`config.mk`:
```
export PLATFORM = sky130hd
export DESIGN_NAME = issue_stage
export DESIGN_NICKNAME = d
export VERILOG_FILES = /design/src/rename_pkg.sv /design/src/rv_decoder.sv /design/src/register_alias_table.sv /design/src/free_list.sv /design/src/issue_regs.sv /design/src/issue_stage.sv
export VERILOG_INCLUDE_DIRS = /design/src
export SDC_FILE = /design/constraint.sdc
export NUM_CORES = 1
export LEC_CHECK = 0
export BUFFER_PORTS_ARGS = -buffer_cell sky130_fd_sc_hd__clkbuf_2
export CAP_MARGIN = 20
export CORE_ASPECT_RATIO = 1.25
export CORE_MARGIN = 1.5
export CORE_UTILIZATION = 35
export CTS_BUF_LIST = sky130_fd_sc_hd__clkbuf_16
export CTS_CLUSTER_DIAMETER = 100
export DETAILED_ROUTE_END_ITERATION = 8
export GPL_ROUTABILITY_DRIVEN = 1
export PLACE_DENSITY = 0.62
export SYNTH_ARGS = -nofsm -noshare
export SYNTH_HDL_FRONTEND = slang
export SYNTH_SLANG_ARGS = --single-unit
```
`constraint.sdc`:
```
create_clock -name clk -period 16 [get_ports clk]
set_input_delay 2.4 -clock clk [delete_from_list [all_inputs] [get_ports clk]]
set_output_delay 2.4 -clock clk [all_outputs]
set_load 0.02 [all_outputs]
```
`src/rename_config.svh`:
```
`ifndef RENAME_CONFIG_SVH
`define RENAME_CONFIG_SVH

// ====================
// Group and register file sizing
// ====================

`define ISSUE_WIDTH 2   // Lanes per rename group

`define ARCH_REGS 32
`define PHYS_REGS 64

`define ARCH_W 5        // Arch register index
`define PHYS_W 6        // Phys register index

`define XLEN 32

// Phys registers not holding an initial arch mapping
`define FREE_DEPTH (`PHYS_REGS - `ARCH_REGS)

`endif

```
`src/rename_pkg.sv`:
```
`default_nettype none

package rename_pkg;

`include "rename_config.svh"

    // RV32I major opcodes handled by the decoder
    typedef enum logic [6:0] {
        OPC_OP      = 7'b0110011,
        OPC_OP_IMM  = 7'b0010011,
        OPC_LOAD    = 7'b0000011,
        OPC_STORE   = 7'b0100011,
        OPC_BRANCH  = 7'b1100011,
        OPC_LUI     = 7'b0110111,
        OPC_JAL     = 7'b1101111,
        OPC_ILLEGAL = 7'b0000000   // Anything outside the set above
    } opcode_e;

    typedef enum logic [2:0] {
        CLS_ALU, CLS_ALU_IMM, CLS_LOAD, CLS_STORE,
        CLS_BRANCH, CLS_LUI, CLS_JAL, CLS_INVALID
    } op_class_e;

    typedef struct packed {
        op_class_e           op_class;
        logic [`ARCH_W-1:0]  rs1;
        logic [`ARCH_W-1:0]  rs2;
        logic [`ARCH_W-1:0]  rd;
        logic                use_rs1;
        logic                use_rs2;
        logic                writes_rd;   // Never set for rd x0
    } decoded_t;

    // One lane from fetch
    typedef struct packed {
        logic               valid;
        logic [`XLEN-1:0]   instr;
        logic [`XLEN-1:0]   pc;
    } lane_in_t;

    // One renamed lane toward dispatch
    typedef struct packed {
        logic               valid;
        op_class_e          op_class;
        logic [`PHYS_W-1:0] rs1_phys;
        logic [`PHYS_W-1:0] rs2_phys;
        logic [`PHYS_W-1:0] rd_phys;
        logic [`ARCH_W-1:0] rd_arch;
        logic               writes_rd;
        logic [`XLEN-1:0]   pc;
    } issued_uop_t;

endpackage

`default_nettype wire

```
`src/rv_decoder.sv`:
```
`timescale 1ns/1ps
`default_nettype none

`include "rename_config.svh"

module rv_decoder (
    input  logic [`XLEN-1:0]     instr_i,
    output rename_pkg::decoded_t dec_o
);

    import rename_pkg::*;

    opcode_e opc;

    // Fold every unknown major opcode onto OPC_ILLEGAL
    always_comb begin
        case (instr_i[6:0])
            OPC_OP, OPC_OP_IMM, OPC_LOAD, OPC_STORE,
            OPC_BRANCH, OPC_LUI, OPC_JAL: opc = opcode_e'(instr_i[6:0]);
            default:                      opc = OPC_ILLEGAL;
        endcase
    end

    always_comb begin
        dec_o = '0;
        dec_o.rd  = instr_i[11:7];
        dec_o.rs1 = instr_i[19:15];
        dec_o.rs2 = instr_i[24:20];

        case (opc)
            OPC_OP: begin
                dec_o.op_class  = CLS_ALU;
                dec_o.use_rs1   = 1'b1;
                dec_o.use_rs2   = 1'b1;
                dec_o.writes_rd = 1'b1;
            end
            OPC_OP_IMM: begin
                dec_o.op_class  = CLS_ALU_IMM;
                dec_o.use_rs1   = 1'b1;
                dec_o.writes_rd = 1'b1;
            end
            OPC_LOAD: begin
                dec_o.op_class  = CLS_LOAD;
                dec_o.use_rs1   = 1'b1;
                dec_o.writes_rd = 1'b1;
            end
            OPC_STORE, OPC_BRANCH: begin
                dec_o.op_class = (opc == OPC_STORE) ? CLS_STORE : CLS_BRANCH;
                dec_o.use_rs1  = 1'b1;
                dec_o.use_rs2  = 1'b1;   // No destination
            end
            OPC_LUI, OPC_JAL: begin
                dec_o.op_class  = (opc == OPC_LUI) ? CLS_LUI : CLS_JAL;
                dec_o.writes_rd = 1'b1;
            end
            default: dec_o.op_class = CLS_INVALID;   // No register use
        endcase

        // Writes to x0 are dropped
        if (dec_o.rd == '0) begin
            dec_o.writes_rd = 1'b0;
        end
    end

endmodule

`default_nettype wire

```
`src/register_alias_table.sv`:
```
`timescale 1ns/1ps
`default_nettype none

`include "rename_config.svh"

module register_alias_table (
    input  logic                                        clk,
    input  logic                                        reset,
    input  logic [`ISSUE_WIDTH-1:0][1:0][`ARCH_W-1:0]   src_arch_i,  // [lane][rs1,rs2]
    input  rename_pkg::decoded_t [`ISSUE_WIDTH-1:0]     dec_i,
    input  logic [`ISSUE_WIDTH-1:0]                     alloc_i,
    input  logic [`ISSUE_WIDTH-1:0][`PHYS_W-1:0]        new_phys_i,
    output logic [`ISSUE_WIDTH-1:0][1:0][`PHYS_W-1:0]   src_phys_o
);

    logic [`PHYS_W-1:0]             map_q [`ARCH_REGS];
    logic [`ISSUE_WIDTH-1:0][1:0]   src_use;

    // ====================
    // Lookup with in-group bypass
    // ====================

    always_comb begin
        for (int l = 0; l < `ISSUE_WIDTH; l++) begin
            src_use[l] = {dec_i[l].use_rs2, dec_i[l].use_rs1};
        end
    end

    always_comb begin
        for (int l = 0; l < `ISSUE_WIDTH; l++) begin
            for (int s = 0; s < 2; s++) begin
                if (!src_use[l][s] || src_arch_i[l][s] == '0) begin
                    src_phys_o[l][s] = '0;   // x0 and unused sources
                end else begin
                    src_phys_o[l][s] = map_q[src_arch_i[l][s]];
                end
                // Nearest older lane writing this register wins
                for (int o = 0; o < l; o++) begin
                    if (alloc_i[o] && src_use[l][s] && src_arch_i[l][s] == dec_i[o].rd) begin
                        src_phys_o[l][s] = new_phys_i[o];
                    end
                end
            end
        end
    end

    // ====================
    // Map table update
    // ====================

    always_ff @(posedge clk or negedge reset) begin
        if (!reset) begin
            for (int i = 0; i < `ARCH_REGS; i++) begin
                map_q[i] <= `PHYS_W'(i);   // Identity mapping
            end
        end else begin
            // Later lanes written last so the youngest mapping sticks
            for (int l = 0; l < `ISSUE_WIDTH; l++) begin
                if (alloc_i[l]) begin
                    map_q[dec_i[l].rd] <= new_phys_i[l];
                end
            end
        end
    end

endmodule

`default_nettype wire

```
`src/free_list.sv`:
```
`timescale 1ns/1ps
`default_nettype none

`include "rename_config.svh"

module free_list (
    input  logic                                    clk,
    input  logic                                    reset,
    input  logic [`ISSUE_WIDTH-1:0]                 pop_i,
    input  logic                                    push_i,
    input  logic [`PHYS_W-1:0]                      push_phys_i,
    output logic [`ISSUE_WIDTH-1:0][`PHYS_W-1:0]    head_o,
    output logic                                    enough_o
);

    localparam int PTR_W = $clog2(`FREE_DEPTH);
    localparam int CNT_W = $clog2(`FREE_DEPTH + 1);

    logic [`PHYS_W-1:0] fifo_q [`FREE_DEPTH];
    logic [PTR_W-1:0]   head_q;
    logic [PTR_W-1:0]   tail_q;
    logic [CNT_W-1:0]   count_q;
    logic [CNT_W-1:0]   count_d;
    logic [CNT_W-1:0]   pop_cnt;

    // Number of lanes taking a register this cycle
    always_comb begin
        pop_cnt = '0;
        for (int l = 0; l < `ISSUE_WIDTH; l++) begin
            pop_cnt = pop_cnt + CNT_W'(pop_i[l]);
        end
    end

    assign count_d = count_q + CNT_W'(push_i) - pop_cnt;

    // Oldest entries first, pointer wraps on its own width
    always_comb begin
        for (int l = 0; l < `ISSUE_WIDTH; l++) begin
            head_o[l] = fifo_q[head_q + PTR_W'(l)];
        end
    end

    // ====================
    // Queue state
    // ====================

    always_ff @(posedge clk or negedge reset) begin
        if (!reset) begin
            for (int i = 0; i < `FREE_DEPTH; i++) begin
                fifo_q[i] <= `PHYS_W'(`ARCH_REGS + i);
            end
            head_q   <= '0;
            tail_q   <= '0;               // Full, so tail sits on head
            count_q  <= CNT_W'(`FREE_DEPTH);
            enough_o <= 1'b0;             // Low through reset
        end else begin
            if (push_i) begin
                fifo_q[tail_q] <= push_phys_i;
                tail_q         <= tail_q + PTR_W'(1);
            end
            head_q   <= head_q + PTR_W'(pop_cnt);
            count_q  <= count_d;
            enough_o <= (count_d >= CNT_W'(`ISSUE_WIDTH));
        end
    end

endmodule

`default_nettype wire

```
`src/issue_regs.sv`:
```
`timescale 1ns/1ps
`default_nettype none

`include "rename_config.svh"

module issue_regs (
    input  logic                                        clk,
    input  logic                                        reset,
    input  logic                                        accept_i,
    input  logic                                        clear_i,   // Flush or bubble
    input  rename_pkg::issued_uop_t [`ISSUE_WIDTH-1:0]  uop_i,
    output rename_pkg::issued_uop_t [`ISSUE_WIDTH-1:0]  uop_o
);

    import rename_pkg::*;

    issued_uop_t [`ISSUE_WIDTH-1:0] uop_q;
    logic [`ISSUE_WIDTH-1:0]        valid_q;
    logic                           load;

    assign load = accept_i & ~clear_i;

    // Valids last exactly one cycle per accept
    always_ff @(posedge clk or negedge reset) begin
        if (!reset) begin
            valid_q <= '0;
        end else begin
            for (int l = 0; l < `ISSUE_WIDTH; l++) begin
                valid_q[l] <= load & uop_i[l].valid;
            end
        end
    end

    // Payload held until the next accept
    always_ff @(posedge clk) begin
        if (load) begin
            uop_q <= uop_i;
        end
    end

    always_comb begin
        for (int l = 0; l < `ISSUE_WIDTH; l++) begin
            uop_o[l]       = uop_q[l];
            uop_o[l].valid = valid_q[l];
        end
    end

endmodule

`default_nettype wire

```
`src/issue_stage.sv`:
```
`timescale 1ns/1ps
`default_nettype none

`include "rename_config.svh"

module issue_stage (
    input  logic                                        clk,
    input  logic                                        reset,
    input  rename_pkg::lane_in_t [`ISSUE_WIDTH-1:0]     fetch_i,
    input  logic                                        dispatch_ready_i,
    input  logic                                        flush_i,
    input  logic                                        bubble_i,
    input  logic                                        commit_valid_i,
    input  logic [`PHYS_W-1:0]                          commit_phys_i,
    output logic                                        decode_ready_o,
    output rename_pkg::issued_uop_t [`ISSUE_WIDTH-1:0]  issue_o
);

    import rename_pkg::*;

    decoded_t [`ISSUE_WIDTH-1:0]                dec;
    logic [`ISSUE_WIDTH-1:0][1:0][`ARCH_W-1:0]  src_arch;
    logic [`ISSUE_WIDTH-1:0][1:0][`PHYS_W-1:0]  src_phys;
    logic [`ISSUE_WIDTH-1:0][`PHYS_W-1:0]       head;
    logic [`ISSUE_WIDTH-1:0][`PHYS_W-1:0]       new_phys;
    logic [`ISSUE_WIDTH-1:0]                    want_rd;
    logic [`ISSUE_WIDTH-1:0]                    alloc;
    logic                                       enough;
    issued_uop_t [`ISSUE_WIDTH-1:0]             uop;

    // ====================
    // Decode per lane
    // ====================

    for (genvar l = 0; l < `ISSUE_WIDTH; l++) begin : g_lane
        rv_decoder u_dec (
            .instr_i (fetch_i[l].instr),
            .dec_o   (dec[l])
        );
        assign src_arch[l] = {dec[l].rs2, dec[l].rs1};
        assign want_rd[l]  = fetch_i[l].valid & dec[l].writes_rd;   // rd x0 already excluded
    end

    assign decode_ready_o = dispatch_ready_i & enough & ~flush_i & ~bubble_i;
    assign alloc          = want_rd & {`ISSUE_WIDTH{decode_ready_o}};

    // Each writing lane takes the next unused head entry
    always_comb begin
        int slot;
        slot = 0;
        for (int l = 0; l < `ISSUE_WIDTH; l++) begin
            new_phys[l] = head[slot];
            if (want_rd[l]) begin
                slot++;
            end
        end
    end

    register_alias_table u_rat (
        .clk        (clk),
        .reset      (reset),
        .src_arch_i (src_arch),
        .dec_i      (dec),
        .alloc_i    (alloc),
        .new_phys_i (new_phys),
        .src_phys_o (src_phys)
    );

    free_list u_free (
        .clk         (clk),
        .reset       (reset),
        .pop_i       (alloc),
        .push_i      (commit_valid_i),
        .push_phys_i (commit_phys_i),
        .head_o      (head),
        .enough_o    (enough)
    );

    // ====================
    // Uop assembly
    // ====================

    always_comb begin
        for (int l = 0; l < `ISSUE_WIDTH; l++) begin
            uop[l].valid     = fetch_i[l].valid;
            uop[l].op_class  = dec[l].op_class;
            uop[l].rs1_phys  = src_phys[l][0];
            uop[l].rs2_phys  = src_phys[l][1];
            uop[l].rd_phys   = want_rd[l] ? new_phys[l] : '0;
            uop[l].rd_arch   = dec[l].rd;
            uop[l].writes_rd = dec[l].writes_rd;
            uop[l].pc        = fetch_i[l].pc;
        end
    end

    issue_regs u_regs (
        .clk      (clk),
        .reset    (reset),
        .accept_i (decode_ready_o),
        .clear_i  (flush_i | bubble_i),
        .uop_i    (uop),
        .uop_o    (issue_o)
    );

endmodule

`default_nettype wire

```
-- Yosys cells after proc, flatten, opt, wreduce, memory -nomap -nowiden
Cells that the tools add are included.
- flip-flop bits (word level): 521
- output and inout bits: 121
- $add $sub $neg: 6
- $lt $le $gt $ge: 14
- eq/ne operators: 30
- multiplexer cells: 53
- bitwise logic cells: 22
- reduce and logical (&&, ||, !) cells: 33
- operator list (kind ; number):
    $bwmux W192 ; 3
    $mux W192 ; 2
    $bmux W6 S5 ; 6
    $mux W6 ; 22
    $demux W6 S5 ; 3
    $eq A7 B6 Y1 const B ; 12
    $eq A7 B7 Y1 const B ; 8
    $ge A6 B6 Y1 const B ; 9
    $not A5 Y6 ; 9
    $lt A32 B3 Y1 const B ; 1
    $logic_not A5 Y1 ; 6
    $pmux W3 S5 ; 2
    $eq A7 B2 Y1 const B ; 4
    $eq A7 B5 Y1 const B ; 4
    $reduce_or A5 Y1 ; 4
    $lt A6 B1 Y1 const B ; 3
    $mux W7 ; 2
    $reduce_or A7 Y1 ; 2
    $add A5 B1 Y5 const B ; 2
    $eq A5 B5 Y1 ; 2
    $mux W1 ; 9
    $and A1 B1 Y1 ; 8
    $reduce_or A2 Y1 ; 4
    $logic_and A1 B1 Y1 ; 7
    other kinds (13) ; 24

-- Depth between registers and ports, before layout
Gate-level depths: netlist of the first run.
- depth in word-level cells: 14
- depth in mapped cells: 16
- depth with buffers taken out: 16

-- Hierarchy
From an unflattened synthesis of the first run, not the netlist that was laid out.
- cell total of the unflattened synthesis: 2565
- area, all modules: 32025.7 um^2
- by module, submodules not included (module ; times used ; cells an instance ; area an instance (um^2) ; sequential area each (um^2)):
    register_alias_table ; 1 ; 1555 ; 15975.3 ; 4904.7
    free_list ; 1 ; 762 ; 11551.1 ; 5371.4
    issue_regs ; 1 ; 123 ; 3622.2 ; 3593.4
    rv_decoder ; 2 ; 42 ; 292.8 ; 0.0
    issue_stage ; 1 ; 41 ; 291.5 ; 0.0

-- Worst setup path after synthesis of the first run
OpenSTA, ideal clock, no wires.
- kind: in2reg
- start point: in bubble_i
- end point: reg u_regs.uop_q, in the netlist u_regs.uop_o[0], enable pin
- library setup time: 0.890 ns
- arrival: 13.666 ns
- slack: 1.445 ns
- cell stages on the path: 1
- path through: nor4bb_1
- word-level cells in the longest chain between the ends: 3
- elaborated cells on any way between the ends: 5
- those cells by class: 5 x bitwise
- ends and longest elaborated chain (element ; RTL line ; source):
    from (decl) ; issue_stage.sv:12 ; input logic bubble_i,
    $not A1 Y1 / $or A1 B1 Y1 (equally long branches) ; issue_stage.sv:44, issue_stage.sv:100 ;
    $and A1 B1 Y1 / $not A1 Y1 (equally long branches) ; issue_stage.sv:44, issue_regs.sv:21 ;
    $and A1 B1 Y1 (*) ; issue_regs.sv:21 ; assign load = accept_i & ~clear_i;
    to (signal assigned) ; issue_regs.sv:37 ; uop_q <= uop_i;
    to (decl) ; issue_regs.sv:17 ; issued_uop_t [`ISSUE_WIDTH-1:0] uop_q;
Every way passes the cells marked *; elsewhere a longest branch is shown, timed or not.
A chain may end at the register's enable or synchronous reset.

-- Final worst setup path of the first run
- start point: in fetch_i[37] (netlist bit)
- end point: reg u_free.enough_o
- word-level cells in the longest chain between the ends: 12
- elaborated cells on any way between the ends: 22
- those cells by class: 2 x add/sub; 1 x order compare; 12 x eq/ne; 3 x mux; 2 x bitwise; 2 x reduce/logical
- ends and longest elaborated chain (element ; RTL line ; source):
    from (decl) ; issue_stage.sv:9 ; input rename_pkg::lane_in_t [`ISSUE_WIDTH-1:0] fetch_i,
    $eq A7 B6 Y1 (tied with other cells) ; rv_decoder.sv:17 ; case (instr_i[6:0])
    $reduce_or A7 Y1 ; rv_decoder.sv:17 ;
    $mux W7 (*) ; rv_decoder.sv:17 ;
    $eq A7 B7 Y1 (tied with other cells) ; rv_decoder.sv:30 ; case (opc)
    $reduce_or A5 Y1 (no source line) (*) ; - ;
    $mux W1 (*) ; rv_decoder.sv:30 ;
    $mux W1 (*) ; rv_decoder.sv:60 ; if (dec_o.rd == '0) begin
    $and A1 B1 Y1 (*) ; issue_stage.sv:41 ; assign want_rd[l] = fetch_i[l].valid & dec[l].writes_rd;
    $and A2 B2 Y2 (*) ; issue_stage.sv:45 ; assign alloc = want_rd & {`ISSUE_WIDTH{decode_ready_o}};
    $add A1 B1 Y2 (*) ; free_list.sv:30 ; pop_cnt = pop_cnt + CNT_W'(pop_i[l]);
    $sub A6 B6 Y6 (*) ; free_list.sv:34 ; assign count_d = count_q + CNT_W'(push_i) - pop_cnt;
    named net u_free.count_d[5] ; free_list.sv:23 ; logic [CNT_W-1:0] count_d;
    $ge A6 B2 Y1 (*) ; free_list.sv:63 ; enough_o <= (count_d >= CNT_W'(`ISSUE_WIDTH));
    to (signal assigned) ; free_list.sv:63 ;
    to (decl) ; free_list.sv:13 ; output logic enough_o
Mark *: on every way through the listed nets, which the timed path passes. The rest lies on a longest branch.

==> reports/summary.log, run 1 <==
INFO  global_routing grt_pass1_wl=169000µm
INFO  setup_path     crit_path_start_kind=primary input
INFO  setup_path     worstPathMaxFanout=9
INFO  setup_path     setup.worst_path.class=in -> reg
INFO  clock_network  tritoncts_buffers=56
INFO  die            initial_core_util=35.3%
INFO  clock_network  clock_sinks=521
INFO  timing         final.min_clock_period=6.21ns
INFO  clock_network  cts-root-buf=clkbuf_16
INFO  timing         slew_violations=0
INFO  layout         finish.utilization=39.8%
INFO  layout         fin_nets=2722
INFO  place          gp_congestion=0.968
INFO  die            design.die.area=92200µm²
INFO  timing         whs=0.453ns
INFO  drt            first_iter_violations=3140
INFO  die            die_width=272µm
INFO  timing         finalHoldViolCount=0
INFO  synth          flip_flop_and_latch_count_after_synthesis=521
INFO  die            fp.dieH=339µm
INFO  drt            route.vias.total=24800
INFO  setup_path     worst_setup_path_end_kind=flip-flop
INFO  synth          synth_area_leader=mux4_2
INFO  synth          synth_largest_type_area_fraction=19.8%
INFO  drt            count_of_tritonroute_iterations_in_the_first_routing_pass=8
INFO  layout         post_route_cells_drive_above_1_share=43.0%
INFO  synth          synthesis.area_per_instance=13.1µm²
INFO  clock_network  post_cts_hold_buffer_count=0
INFO  place          dp_cells=3690
INFO  clock_network  worst_skew_pair.late_latency=0.66ns
INFO  timing         finalClockSkew=0.0477ns
INFO  clock_network  post_cts_resize_count=0
INFO  layout         multi_input_comb_area=16800µm²
INFO  synth          top_cells_by_instance_count_after_synthesis=278 x mux4_2, 259 x nor2_1, 210 x dfrtp_1
INFO  synth          ys_async_sr_fraction=77.4%
INFO  clock_network  tritoncts=done
INFO  run            max_cap_violations=0
INFO  power          cellLeakagePower=13.3nW
INFO  synth          synth-edff-count=118
INFO  setup_path     worst_ep_arrival_time=6.72ns
INFO  drt            route.detailed.vias_per_inst=6.53
INFO  synth          synthesis.area=31600µm²
INFO  global_routing globalRouteTotalUtil=24.6%
INFO  die            number_of_top_level_design_ports=263
INFO  power          power_density=118nW/µm²
INFO  synth          synth_cells=2420
INFO  timing         timing.final.crit_share=38.8%
INFO  clock_network  ctsLongestPathBuffers=3
INFO  status         outcome=finished clean
INFO  timing         rsz0062_at_grt=no
INFO  layout         layout.filler_cells=8366
INFO  drt            postRouteWirelength=115000µm
INFO  synth          post-synth-top-count-cell=mux4_2
INFO  synth          ys_types=84
INFO  clock_network  clk_pin_slew=0.06ns
INFO  timing         clock.fmax=0.161GHz
INFO  place          dpl.hpwl=80300µm
INFO  drt            avgRoutedWirePerCell=30.3µm
INFO  drt            antenna_violating_nets_post_route=0
INFO  global_routing vias_in_the_first_global_route=25000
INFO  clock_network  post-cts-setup-buffers=0
INFO  die            rows=123
INFO  layout         area.sequential=13900µm²
INFO  timing         timing.max_slew.rel_slack=18.7%
INFO  global_routing pin_count_of_the_biggest_net_entering_global_routing=172
INFO  synth          synthesis.yosys.warnings=0
INFO  synth          synth-seq-area-share=43.8%
INFO  layout         final-instance-count-excl-fill=3798
INFO  synth          netlist_top_cells_area=mux4_2 20%, dfrtp_1 17%, dfstp_2 16%, edfxtp_1 11%, mux2_2 7.0%
INFO  clock_network  ctsHtreeMaxLevel=2
INFO  synth          synth_top_flop_cell=dfrtp_1
INFO  timing         worstMarginPinSlew=1.21ns
INFO  power          peakVddDrop=0.0000885V
INFO  timing         setup-violations-final=0
INFO  power          totalPowerFinal=4.20mW
INFO  layout         layout-area-overhead-vs-synth=12.8%
INFO  drt            remaining_drc_errors=0
INFO  timing         setup-tns-final=0ns
INFO  global_routing number_of_antenna_violations_at_the_first_check_in_global_routing=2
INFO  global_routing grt_remaining_overflow=0
INFO  synth          synth.net_count=2579
INFO  setup_path     cp_data_required_time=16.50ns
INFO  die            core_area=89700µm²
INFO  place          placement.io_buffers=242
INFO  min_path       worst_hold_path_type=reg -> reg
[registers in the layout, indices dropped and copies added (netlist names)]
signal           count
u_free.fifo_q      192
u_rat.map_q        192
u_regs.uop_o       118
u_free.enough_o      1
u_free.count_q       6
u_free.head_q        5
u_regs.valid_q       2
u_free.tail_q        5
[report_power, final]
group          internal, mW  leakage [nW]  switching [mW]
registers              1.66          5.89           0.186
logic                 0.510          6.51           0.611
clock network         0.667         0.918           0.566
[cell usage in the layout (no fill, tap or decap), types with 60 or more instances in the layout]
cell / instances
mux4_2: 278
nor2_1: 259
clkbuf_2: 236
dfrtp_1: 209
mux2_2: 197
dfstp_2: 193
a221oi_1: 163
mux2i_1: 125
edfxtp_1: 118
nand2_1: 101
buf_4: 60
[per-layer routing]
metal / global-route usage [%] / vias to the layer above / wire (µm)
li1: - / 10000 / -
met4: 14.8 / 4 / 8050
met2: 39.6 / 1603 / 54600
met1: 29.7 / 12700 / 40800
met3: 6.10 / 421 / 11500
met5: 0 / - / 35
[cell type report]
cell class | instances | share of cell area (%)
Clock buffer | 56 | 3.93
Timing Repair Buffer | 301 | 4.82
Inverter | 30 | 0.316
Sequential cell | 521 | 38.9
Antenna cell | 2 | 0.0140
Tap cell | 1187 | 4.16
Clock inverter | 48 | 0.824
Multi-Input combinational cell | 1653 | 47.1
[worst max-delay path, cell delays in order]
cell,delay (ns)
clkbuf_2,0.13
and2b_4,0.20
nor4_4,0.62
o21ai_2,0.23
nor2_1,0.70
ha_1,0.31
inv_1,0.08
ha_1,0.29
ha_1,0.28
a21o_1,0.18
a21oi_1,0.24
o21bai_1,0.10
a21oi_1,0.17
xnor2_1,0.09
or4b_2,0.67
[path summary, 6_finish.rpt]
kind                                  startpoint                  to  slack (ns)  cells after the start
worst max-delay path                 fetch_i[37]     u_free.enough_o        9.79                     15
worst min-delay path            u_rat.map_q[190]    u_rat.map_q[190]        0.45                      0
worst max register to register  u_free.head_q[0]     u_rat.map_q[89]       11.32                      9
worst min register to register  u_rat.map_q[190]    u_rat.map_q[190]        0.45                      0
max in group asynchronous                  reset  u_free.fifo_q[186]       11.97                      3
min in group asynchronous                  reset    u_rat.map_q[189]        1.78                      1
[metrics by stage]
step                worst slack [ns]  cell area (µm²)
floorplan                       1.44            31600
global placement                9.44            33900
detailed placement              9.41            33900
CTS                            10.08            35600
global route                    9.62            35700
finish                          9.79            35700
[logic make-up after synthesis]
| kind of cell | count (synthesis) | share of synthesized area (%) |
|---|---|---|
| muxes | 600 | 30.8 |
| and+or+nand+nor | 525 | 7.65 |
| DFF | 521 | 43.8 |
| AOI/OAI and AO/OA | 483 | 12.8 |
| buffers and inverters | 246 | 3.50 |
| xor gates and xnor gates | 28 | 0.775 |
| adders and majority gates | 17 | 0.720 |
Power figures use the tool's default switching activity.
==> run 2, diff against run 1 <==
--- a/config.mk
+++ b/config.mk
@@ -6,6 +6,7 @@
 export SDC_FILE = /design/constraint.sdc
 export NUM_CORES = 1
 export LEC_CHECK = 0
+export ABC_AREA = 1
 export BUFFER_PORTS_ARGS = -buffer_cell sky130_fd_sc_hd__clkbuf_2
 export CAP_MARGIN = 20
 export CORE_ASPECT_RATIO = 1.25
@@ -15,7 +16,7 @@
 export CTS_CLUSTER_DIAMETER = 100
 export DETAILED_ROUTE_END_ITERATION = 8
 export GPL_ROUTABILITY_DRIVEN = 1
-export PLACE_DENSITY = 0.62
+export PLACE_DENSITY = 0.64
 export SYNTH_ARGS = -nofsm -noshare
 export SYNTH_HDL_FRONTEND = slang
 export SYNTH_SLANG_ARGS = --single-unit
==> constraint.sdc (replaced) <==
create_clock -name clk -period 5.06 [get_ports clk]
set_input_delay 0.759 -clock clk [delete_from_list [all_inputs] [get_ports clk]]
set_output_delay 0.759 -clock clk [all_outputs]
set_load 0.02 [all_outputs]
==> run 2 against run 1 <==
Effect of this change:
- synthesized cell count rose by 110%
- combinational power rose to 4.8 times the previous value
- core utilization barely moved
==> reports/summary.log, run 2 <==
INFO  drt            count_of_tritonroute_iterations_in_the_first_routing_pass=6 [-2]
INFO  drt            route.detailed.vias_per_inst=5.66 [-13%]
INFO  synth          synth.net_count=5323 [+110%]
INFO  timing         rsz0062_at_grt=no
INFO  setup_path     r2r-start=u_free.head_q[1]
INFO  power          power.internal=9.29mW [+230%]
INFO  die            core_area=97700µm² [+8.9%]
INFO  setup_path     list_of_cells_traversed_by_the_critical_path=clkinv_1 > buf_4 > o211ai_1 > nand3_1 > nand3_1 > nand2_1 > nand2_2 > nand2_2 > buf_4 > nand3_1 > nand2_1
INFO  power          total_switching_power=6.39mW [+370%]
INFO  global_routing grt_remaining_overflow=0 [unchanged]
INFO  place          dp_worst_setup_slack=0.820ns [-8.59 ns]
INFO  layout         fin_nets=5373 [+97%]
INFO  clock_network  clk_pin_slew=0.06ns [about the same]
INFO  synth          top_cells_by_instance_count_after_synthesis=1681 x nand2_1, 1027 x nand3_1, 497 x inv_1
INFO  timing         clock.fmax=0.245GHz
INFO  power          power.share.combinational=34.1% [+7.4 points]
INFO  timing         setup-violations-final=0 [unchanged]
INFO  timing         slew_violations=0 [unchanged]
INFO  synth          ys_types=37 [-56%]
INFO  layout         layout-area-overhead-vs-synth=12.2%
INFO  setup_path     worstSetupStartpoint=u_free.head_q[1]
INFO  setup_path     path_delay_family=buffers and inverters
INFO  synth          synth_area_leader=nand2_1
INFO  setup_path     crit_path_start_kind=flip-flop
INFO  synth          post-synth-top-count-cell=nand2_1
INFO  drt            route.vias.total=37200 [+50%]
INFO  power          power_density=404nW/µm² [+240%]
INFO  clock_network  post-cts-setup-buffers=0 [unchanged]
INFO  drt            postRouteWirelength=153000µm [+33%]
INFO  clock_network  ctsHtreeMaxLevel=2 [unchanged]
INFO  synth          synthesis.yosys.warnings=0 [unchanged]
INFO  setup_path     max_stage_delay=0.82ns [+0.12 ns]
INFO  synth          synth-seq-area-share=40.1% [-3.8 points]
INFO  setup_path     worstPathMaxFanout=28 [+19]
INFO  power          totalPowerFinal=15.7mW [+270%]
INFO  synth          synth_largest_type_area_fraction=18.2% [-1.6 points]
INFO  global_routing globalRouteTotalUtil=29.7% [+5.1 points]
INFO  die            die_width=284µm [+4.5%]
INFO  run            max_cap_violations=0 [unchanged]
INFO  die            number_of_top_level_design_ports=263 [unchanged]
INFO  status         outcome=finished clean
INFO  timing         setup_ws=0.978ns [-8.81 ns]
INFO  timing         timing.final.crit_share=80.7%
INFO  clock_network  cts-root-buf=clkbuf_16
INFO  clock_network  tritoncts=done
INFO  layout         postLayoutCellArea=38800µm² [+8.8%]
INFO  global_routing vias_in_the_first_global_route=34900 [+40%]
INFO  power          switching_part_of_the_total_power=40.8% [+8.3 points]
INFO  clock_network  post_cts_resize_count=0 [unchanged]
INFO  synth          netlist_top_cells_area=nand2_1 18%, dfrtp_1 15%, nand3_1 15%, dfstp_2 15%, edfxtp_1 10%
INFO  synth          ys_async_sr_fraction=77.4% [unchanged]
INFO  die            initial_core_util=35.4% [+0.16 points]
INFO  setup_path     cp_data_required_time=5.62ns [-10.88 ns]
INFO  die            design.die.area=101000µm² [+9.3%]
INFO  layout         layout.cells.most_common=nand2_1
INFO  clock_network  post_cts_hold_buffer_count=0 [unchanged]
INFO  place          post_dp_cell_area=36700µm² [+8.2%]
INFO  drt            avgRoutedWirePerCell=23.4µm [-23%]
INFO  synth          synthesis.area=34600µm² [+9.4%]
INFO  synth          flip_flop_and_latch_count_after_synthesis=521 [unchanged]
INFO  global_routing pin_count_of_the_biggest_net_entering_global_routing=190 [+10%]
INFO  timing         finalClockSkew=0.0428ns [-0.00489 ns]
INFO  timing         finalHoldViolCount=0 [unchanged]
INFO  layout         most-common-layout-cells=1681 x nand2_1, 1027 x nand3_1, 505 x inv_1, 435 x o21ai_0, 241 x a21oi_1
INFO  place          placement.io_buffers=242 [unchanged]
INFO  setup_path     worst_ep_arrival_time=4.64ns [-2.08 ns]
INFO  die            rows=128 [+4.1%]
INFO  timing         timing.max_slew.rel_slack=29.5% [+11 points]
INFO  drt            antenna_violating_nets_post_route=0 [unchanged]
INFO  clock_network  worst_skew_pair.late_latency=0.70ns [+0.04 ns]
INFO  power          clkPwrFrac=29.4% [about the same]
INFO  min_path       worst_hold_path_type=in -> async
INFO  global_routing grt_pass1_wl=226000µm [+33%]
INFO  place          gp_congestion=1.08 [+12%]
INFO  power          cellLeakagePower=18.5nW [+39%]
INFO  setup_path     worst_setup_path_end_kind=flip-flop
INFO  power          peakVddDrop=0.000356V [+300%]
INFO  timing         worstMarginPinSlew=1.06ns [-0.153 ns]
INFO  synth          synthesis.area_per_instance=6.70µm² [-49%]
INFO  timing         final.min_clock_period=4.08ns
INFO  die            fp.dieH=355µm [+4.5%]
INFO  setup_path     critPathSlowestCell=clkinv_1
INFO  clock_network  clock_sinks=521 [unchanged]
INFO  synth          synth-edff-count=118 [unchanged]
INFO  power          power.share.sequential=36.5% [-7.4 points]
INFO  setup_path     timing.critical_path.mode_cell=nand3_1
INFO  timing         setup-tns-final=0ns [unchanged]
INFO  place          dpl.hpwl=101000µm [+26%]
INFO  layout         finish.utilization=39.7% [about the same]
INFO  synth          synth_top_flop_cell=dfrtp_1
INFO  clock_network  ctsLongestPathBuffers=3 [unchanged]
INFO  drt            remaining_drc_errors=0 [unchanged]
INFO  clock_network  tritoncts_buffers=60 [+7.1%]
INFO  setup_path     worst-path-buf-inv=3 [+1]
INFO  drt            first_iter_violations=5123 [+63%]
INFO  setup_path     setup.worst_path.class=reg -> reg
INFO  synth          synth_cells=5164 [+110%]
INFO  layout         post_route_cells_drive_above_1_share=12.5% [-31 points]
INFO  global_routing number_of_antenna_violations_at_the_first_check_in_global_routing=4 [+2]
run 2: cells by family (layout without fill, tap and decap cells):
kind of cell	count (synthesis)	in the layout	share of synthesized area (%)
buffers and inverters	856	958	10.1
other	0	1	0
XOR/XNOR	19	19	0.546
AND/OR/NAND/NOR	2984	2984	36.9
flip-flops	521	521	40.1
AO/OA/AOI/OAI	767	767	11.7
adder cells (fa/ha/maj)	17	17	0.658
run 2: path summary, 6_finish.rpt:
kind,slack (ns),cells after the start,end
max,0.98,11,u_rat.map_q[91]
min,0.09,1,u_rat.map_q[188]
max reg2reg,0.98,11,u_rat.map_q[91]
min reg2reg,0.47,0,u_rat.map_q[189]
max in group asynchronous,3.69,2,u_free.head_q[1]
min in group clk,0.24,1,u_regs.uop_o[81]
run 2: worst register-to-register path, cell delays in order, from the launching register on:
cell      delay [ns]
dfrtp_2         0.79
clkinv_1        0.83
buf_4           0.48
o211ai_1        0.17
nand3_1         0.11
nand3_1         0.12
nand2_1         0.13
nand2_2         0.12
nand2_2         0.54
buf_4           0.48
nand3_1         0.12
nand2_1         0.06
run 2: cell type report:
type,instances,area [µm²]
fill,10400,58900
clock inverter,52,469
inverter,506,1910
sequential,521,13900
antenna,1,2.50
multi-input combinational,3787,17300
clock buffer,62,1550
tap,1300,1630
timing repair buffer,338,2140
run 2: per-stage QoR:
step | hold WS, ns | instances
CTS | 0.117 | 6563
finish | 0.0895 | 6567
floorplan | 0.453 | 5164
detailed placement | 0.448 | 6449
global placement | 0.443 | 6448
global route | 0.136 | 6567
run 2: layer usage:
metal	track usage, %	part of all wire [%]	vias to the layer above
met5	0	0.028	-
met4	21.5	8.2	6
met3	5.94	10	627
met2	47.5	45	2366
met1	35.6	36	17100
li1	-	-	17100
run 2: power by group through the flow:
stage | sequential, mW | clock, mW | combinational [mW]
after global placement | 5.77 | 0 | 5.09
after floorplan | 5.69 | 0 | 3.51
after detailed placement | 5.78 | 0 | 5.18
final | 5.73 | 4.61 | 5.35
after global routing | 5.83 | 4.85 | 5.82
after CTS | 5.72 | 4.69 | 5.19
